<file path="config.mk">
export PLATFORM = sky130hd
export DESIGN_NAME = step0_0
export DESIGN_NICKNAME = d
export VERILOG_FILES = /design/src/common/fft_pkg.sv /design/src/source/shift_reg.sv /design/src/source/butterfly.sv /design/src/step0/step0_0.sv
export SDC_FILE = /design/constraint.sdc
export NUM_CORES = 2
export LEC_CHECK = 0
export ABC_AREA = 1
export BUFFER_PORTS_ARGS = -buffer_cell sky130_fd_sc_hd__buf_4
export CORE_MARGIN = 3
export CORE_UTILIZATION = 55
export DETAILED_ROUTE_END_ITERATION = 12
export PLACE_DENSITY = 0.73
export REMOVE_ABC_BUFFERS = 1
export SLEW_MARGIN = 20
export SYNTH_ARGS = -nofsm -noshare
export SYNTH_HDL_FRONTEND = slang
export SYNTH_MEMORY_MAX_BITS = 65536
export SYNTH_SLANG_ARGS = --single-unit
</file>
<file path="constraint.sdc">
create_clock -name clk -period 52.5 [get_ports clk]
set_input_delay 2.625 -clock clk [delete_from_list [all_inputs] [get_ports clk]]
set_output_delay 2.625 -clock clk [all_outputs]
set_load 0.005 [all_outputs]
</file>
<file path="src/common/fft_pkg.sv">
package fft_pkg;

    // Stream geometry
    localparam int LANES       = 16;
    localparam int FRAME_BEATS = 32;
    localparam int HALF_BEATS  = 16;
    localparam int QUART_BEATS = 8;

    // Word growth is one bit per radix-2 stage
    localparam int IN_W = 9;
    localparam int S0_W = 10;
    localparam int S1_W = 11;

    // Window phase of the second stage
    typedef enum logic [1:0] {
        S1_IDLE,
        S1_SUM_HALF,
        S1_DIFF_HALF
    } s1_phase_e;

endpackage

</file>
<file path="src/source/shift_reg.sv">
module shift_reg
    import fft_pkg::*;
#(
    parameter int DEPTH = 16,
    parameter int W     = 9
) (
    input  logic                clk,
    input  logic                rstn,
    input  logic                shift_en_i,
    input  logic                valid_i,
    input  logic signed [W-1:0] din_re_i [LANES],
    input  logic signed [W-1:0] din_im_i [LANES],
    output logic                valid_o,
    output logic signed [W-1:0] dout_re_o[LANES],
    output logic signed [W-1:0] dout_im_o[LANES]
);

    logic [DEPTH-1:0]    valid_q;
    logic signed [W-1:0] re_q[DEPTH][LANES];
    logic signed [W-1:0] im_q[DEPTH][LANES];

    // Valid bit travels alongside the data
    always_ff @(posedge clk or negedge rstn) begin
        if (!rstn) begin
            valid_q <= '0;
        end else if (shift_en_i) begin
            valid_q <= {valid_q[DEPTH-2:0], valid_i};
        end
    end

    always_ff @(posedge clk) begin
        if (shift_en_i) begin
            re_q[0] <= din_re_i;
            im_q[0] <= din_im_i;
            for (int i = 1; i < DEPTH; i++) begin
                re_q[i] <= re_q[i-1];
                im_q[i] <= im_q[i-1];
            end
        end
    end

    // Tail holds the entry from DEPTH shifts ago
    assign valid_o   = valid_q[DEPTH-1];
    assign dout_re_o = re_q[DEPTH-1];
    assign dout_im_o = im_q[DEPTH-1];

endmodule

</file>
<file path="src/source/butterfly.sv">
module butterfly
    import fft_pkg::*;
#(
    parameter int IN_W = 9
) (
    input  logic                 clk,
    input  logic                 rstn,
    input  logic                 valid_i,
    input  logic signed [IN_W-1:0] a_re_i   [LANES],
    input  logic signed [IN_W-1:0] a_im_i   [LANES],
    input  logic signed [IN_W-1:0] b_re_i   [LANES],
    input  logic signed [IN_W-1:0] b_im_i   [LANES],
    output logic                 valid_o,
    output logic signed [IN_W:0]   sum_re_o [LANES],
    output logic signed [IN_W:0]   sum_im_o [LANES],
    output logic signed [IN_W:0]   diff_re_o[LANES],
    output logic signed [IN_W:0]   diff_im_o[LANES]
);

    always_ff @(posedge clk or negedge rstn) begin
        if (!rstn) begin
            valid_o <= 1'b0;
        end else begin
            valid_o <= valid_i;
        end
    end

    // One extra bit per lane keeps a+b and a-b in range
    always_ff @(posedge clk) begin
        if (valid_i) begin
            for (int l = 0; l < LANES; l++) begin
                sum_re_o[l]  <= {a_re_i[l][IN_W-1], a_re_i[l]}
                              + {b_re_i[l][IN_W-1], b_re_i[l]};
                sum_im_o[l]  <= {a_im_i[l][IN_W-1], a_im_i[l]}
                              + {b_im_i[l][IN_W-1], b_im_i[l]};
                diff_re_o[l] <= {a_re_i[l][IN_W-1], a_re_i[l]}
                              - {b_re_i[l][IN_W-1], b_re_i[l]};
                diff_im_o[l] <= {a_im_i[l][IN_W-1], a_im_i[l]}
                              - {b_im_i[l][IN_W-1], b_im_i[l]};
            end
        end
    end

endmodule

</file>
<file path="src/step0/step0_0.sv">
module step0_0
    import fft_pkg::*;
(
    input  logic                   clk,
    input  logic                   rstn,
    input  logic                   din_valid_i,
    input  logic signed [IN_W-1:0] din_re_i   [LANES],
    input  logic signed [IN_W-1:0] din_im_i   [LANES],
    output logic                   s0_valid_o,
    output logic signed [S0_W-1:0] s0_add_re_o[LANES],
    output logic signed [S0_W-1:0] s0_add_im_o[LANES],
    output logic signed [S0_W-1:0] s0_sub_re_o[LANES],
    output logic signed [S0_W-1:0] s0_sub_im_o[LANES]
);

    logic [4:0]              beat_cnt;
    logic                    dly_valid;
    logic signed [IN_W-1:0]  dly_re[LANES];
    logic signed [IN_W-1:0]  dly_im[LANES];
    logic                    bf_valid;

    // Position of the current input beat within the frame
    always_ff @(posedge clk or negedge rstn) begin
        if (!rstn) begin
            beat_cnt <= '0;
        end else if (din_valid_i) begin
            beat_cnt <= beat_cnt + 5'd1;
        end
    end

    // Holds the first half so sample n meets sample n+256
    shift_reg #(
        .DEPTH (HALF_BEATS),
        .W     (IN_W)
    ) dly_i (
        .clk        (clk),
        .rstn       (rstn),
        .shift_en_i (din_valid_i),
        .valid_i    (din_valid_i),
        .din_re_i   (din_re_i),
        .din_im_i   (din_im_i),
        .valid_o    (dly_valid),
        .dout_re_o  (dly_re),
        .dout_im_o  (dly_im)
    );

    // Second half of the frame, beats 16 to 31
    assign bf_valid = din_valid_i && (beat_cnt >= 5'(HALF_BEATS)) && dly_valid;

    butterfly #(
        .IN_W (IN_W)
    ) bf_i (
        .clk       (clk),
        .rstn      (rstn),
        .valid_i   (bf_valid),
        .a_re_i    (dly_re),
        .a_im_i    (dly_im),
        .b_re_i    (din_re_i),
        .b_im_i    (din_im_i),
        .valid_o   (s0_valid_o),
        .sum_re_o  (s0_add_re_o),
        .sum_im_o  (s0_add_im_o),
        .diff_re_o (s0_sub_re_o),
        .diff_im_o (s0_sub_im_o)
    );

endmodule

</file>
# After elaboration in Yosys (flattened, before gate mapping)

Memories as Yosys holds them, arrays and structs flattened.
Index checks and enable logic that the tools add are counted.

Bits in registers: 662
Memory bits (writable): 4,608
Input bits: 291
Output and inout bits: 641
Logic and storage cells: 139
Memories: 2

Memories:

| memory     | words | bits a word | read ports | clocked after Yosys merged registers in | write ports | line            | RTL |
|---|---|---|---|---|---|---|---|
| dly_i.im_q | 16    | 144         | 16         | 0                                       | 16          | shift_reg.sv:20 | `logic signed [W-1:0] im_q[DEPTH][LANES];` |
| dly_i.re_q | 16    | 144         | 16         | 0                                       | 16          | shift_reg.sv:19 | `logic signed [W-1:0] re_q[DEPTH][LANES];` |

$add $sub $neg: 65
Order comparisons: 1
Muxes and demuxes: 2
Reductions and logical operators: 2

Operator list:

| kind                                                          | number |
|---|---|
| 9-bit by 9-bit adder with 10-bit output                       | 32 |
| 9-bit by 9-bit subtractor with 10-bit output                  | 32 |
| 5-bit by 1-bit adder with 5-bit output, second input constant | 1 |
| 5-bit greater-or-equal comparator, second input constant      | 1 |
| 1-bit logical AND                                             | 2 |
| 1-bit two-way mux                                             | 2 |

# Logic depth before layout (Yosys ltp)

Depth after elaboration: 3
Gate-level depth with buffers: 12
Mapped depth without buffers: 11

# Modules after synthesis

A second synthesis with hierarchy kept.

Cell total of the unflattened synthesis: 10,734
Area, all modules: 189,048.8 um^2

Modules (own cells, without submodules):

| module    | instances | cells an instance | area an instance (um^2) | seq. area each (um^2) |
|---|---|---|---|---|
| shift_reg | 1         | 4,964             | 141,219.2               | 138,773.1 |
| butterfly | 1         | 5,744             | 47,596.9                | 18,282.5 |
| step0_0   | 1         | 26                | 232.7                   | 125.1 |

# Worst setup path before layout

OpenSTA, ideal clock, no wires.

Path type: input -> register
Start: input din_valid_i
End: register bf_i.valid_o
Library setup time: 4.285 ns
Arrival time: 43.859 ns
Required time: 48.215 ns
Setup slack: 4.357 ns
Cell stages on the path: 3
Buffers on the path: 1
Cell sequence: inv_1 buf_2 nor3_1

Longest elaborated chain between the ends: 2

RTL lines:

| item                            | line            | RTL |
|---|---|---|
| start: declaration              | step0_0.sv:6    | `input logic din_valid_i,` |
| 1-bit logical AND (2 in series) | step0_0.sv:48   | `assign bf_valid = din_valid_i && (beat_cnt >= 5'(HALF_BEATS)) && dly_valid;` |
| net bf_i.valid_i                | butterfly.sv:8  | `input logic valid_i,` |
| end signal: assignment          | butterfly.sv:24 | `valid_o <= valid_i;` |
| end: declaration                | butterfly.sv:13 | `output logic valid_o,` |

The timed path passes the listed nets, and every way through them passes these cells.
A chain may end at the register's enable or synchronous reset.

==> results.toml <==
[status]
outcome = "finished, final reports clean"

[setup_path]
worstSetupPathType = "in2reg"
end_kind = "flop"
r2r-end = "bf_i.sum_im_o[105]"
worstPathMaxFanout = 204
cp-start-kind = "input port"
rr_worst_depth = 5
r2r-start = "beat_cnt[4]"
required_ps = 53080
reg2reg_slack_ps = 48720
crit_arrival_ps = 10300

[sta]
worst_slew_pin_slew_ps = 1150
finalSetupViolCount = 0
finalCritPeriodShare = 0.185
fmax_ghz = 0.103
post-route-min-period_ps = 9720
slew_viol_final = 0
finalSetupTns_ps = 0
clock-skew-final_ps = 59.4
grt_setup_unrepaired = "no"
slew_headroom = 0.231
hold_viol = 0

[routing]
vias = 85240
routed_wl_um = 326000
via_per_inst = 5.08
drtPass1Iterations = 6
drt_iter0_markers = 7009
drt-wirelength-per-cell_um = 19.4
drtAntennaViolNets = 0
drc = 0

[synth]
synth_top_cell_by_area = "edfxtp_1"
synthCells = 10527
syn_avg_cell_area_um2 = 17.8
synth_seq_cells = 5238
yosys.area.top_type_share = 0.837
synth_cell_type_count = 31
synth.area.top_cells = "edfxtp_1, ha_1, nand2_1, inv_1, xor2_1"
syn_area_um2 = 187000
ys.warnings.count = 0
yosysSeqAreaShare = 0.840

[min_path]
min_from = "dly_i.im_q[0][1138]"
min_to = "dly_i.im_q[1][130]"
worstHoldPathType = "reg2reg"
min_path_cells = 0

[placed_design]
dp.final_hpwl_um = 207000
port-buffer-count = 931
gp_congestion = 0.860

[floorplanning]
die_w_um = 589
rows = 213
die_area_um2 = 347000
initial_core_util = 0.554
ios = 932
core_um2 = 338000
fp.dieH_um = 589

[clock_tree]
cts_made_buffers = 518
postCtsHoldBufs = 0
clock_latency_ps = 990
cts_max_level = 6
post_cts_resized = 0
root_buffer = "clkbuf_16"
tritoncts = "done"
post_cts_buffers = 0
clkSlewWorstSetupHoldPaths_ps = 60
clock_path_buffers = 4
numClockSinks = 5238

[grt]
overflow = 0
grt_pass1_vias = 84010
grt_start_max_net_pins = 218
grt_pass1_wl_um = 496000
grt_use_total = 0.186
antenna_found_initial = 50

[cells_and_area]
fin_util = 0.639
final_common_cell = "edfxtp_1"
drive_above_1_share = 0.147
layout_common_cells = "edfxtp_1, nand2_1, buf_4"
final_nets = 12788
syn_to_final_growth_pct = 15.3

[flow_run]
max_cap_violations = 0

[power]
p_leak_nw = 82.5
power.total_w = 0.00907
p_per_area_nw_per_um2 = 42.1
peakVddDrop_v = 0.0000348
## state kept, by name (all words and copies together) (netlist names)
register / flops
dly_i.im_q: 2304
dly_i.re_q: 2304
bf_i.diff_im_o: 160
bf_i.sum_re_o: 156
bf_i.diff_re_o: 148
bf_i.sum_im_o: 144
dly_i.valid_q: 16
beat_cnt: 5
bf_i.valid_o: 1
## critical path, stage by stage
cell	delay, ps
buf_16	300
buf_12	570
buf_4	760
buf_4	870
buf_4	940
buf_12	700
buf_4	780
buf_12	760
buf_4	940
## metal layers
layer,wire length [um],track usage,vias to the layer above
met5,80,0,-
met4,10300,0.0627,10
met3,18400,0.0359,579
met2,146000,0.272,2108
met1,151000,0.283,42046
li1,-,-,40497
## how the worst max path moves through the flow
stage                      from           endpoint  slack, ps  cells after the start
floorplan           din_valid_i       bf_i.valid_o       4250                      2
global placement    din_valid_i  dly_i.re_q[10][7]      42210                      9
detailed placement  din_valid_i   dly_i.re_q[0][5]      41870                      9
CTS                 din_valid_i   dly_i.re_q[8][4]      43030                      9
global route        din_valid_i  dly_i.re_q[13][8]      42230                      9
finish              din_valid_i  dly_i.re_q[13][7]      42780                      9
## where the power goes
group | switching, W | total, W | internal (W)
logic | 0.000350 | 0.000521 | 0.000171
clock network | 0.00151 | 0.00355 | 0.00204
registers | 0.0000829 | 0.00500 | 0.00492
total | 0.00195 | 0.00907 | 0.00713
## cell type report
type                    instances  area, um^2
well taps                    4515        5650
multi-input cells            4147       25200
repair buffers                983        7600
clock inverters               268        2700
inverters                     968        3630
fillers                     22973      122000
diodes                         18        45.0
flip-flops and latches       5238      157000
clock buffers                 644       13700
## cell usage after synthesis
library cell	n
xnor2_1	14
edfxtp_1	5216
buf_6	20
or2_2	1
nand3_2	8
fa_1	64
xor2_1	246
nor2_2	15
clkbuf_1	1
nor2_1	457
a21oi_2	42
o21bai_1	75
a21oi_4	8
o21bai_2	9
o21ai_2	12
o21ai_0	86
and3_1	1
nor3_1	36
inv_2	21
nand4_1	53
clkbuf_2	10
a21oi_1	263
nand2_2	2
nand3_1	419
a21o_1	78
inv_1	947
dfrtp_1	22
buf_2	70
buf_4	73
ha_1	577
nand2_1	1681
## stage by stage
step	instance area (um^2)	hold slack (ps)	std cells	worst slack, ps
finish	216000	375	16781	42780
global route	216000	388	16776	42230
CTS	216000	380	16761	43030
detailed placement	199000	405	15849	41870
global placement	199000	400	15849	42210
floorplan	186000	400	10353	4250
## cells by family (layout without fill, tap and decap cells)
group | count (synthesis) | count (layout) | synth area share
buf+inv | 1142 | 2863 | 0.0257
fa+ha+maj | 641 | 641 | 0.0454
other cells | 0 | 18 | 0
flops | 5238 | 5238 | 0.840
simple gates | 2673 | 2673 | 0.0579
xor+xnor | 260 | 260 | 0.0122
compound gates | 573 | 573 | 0.0192
Power figures use the tool's default switching activity.
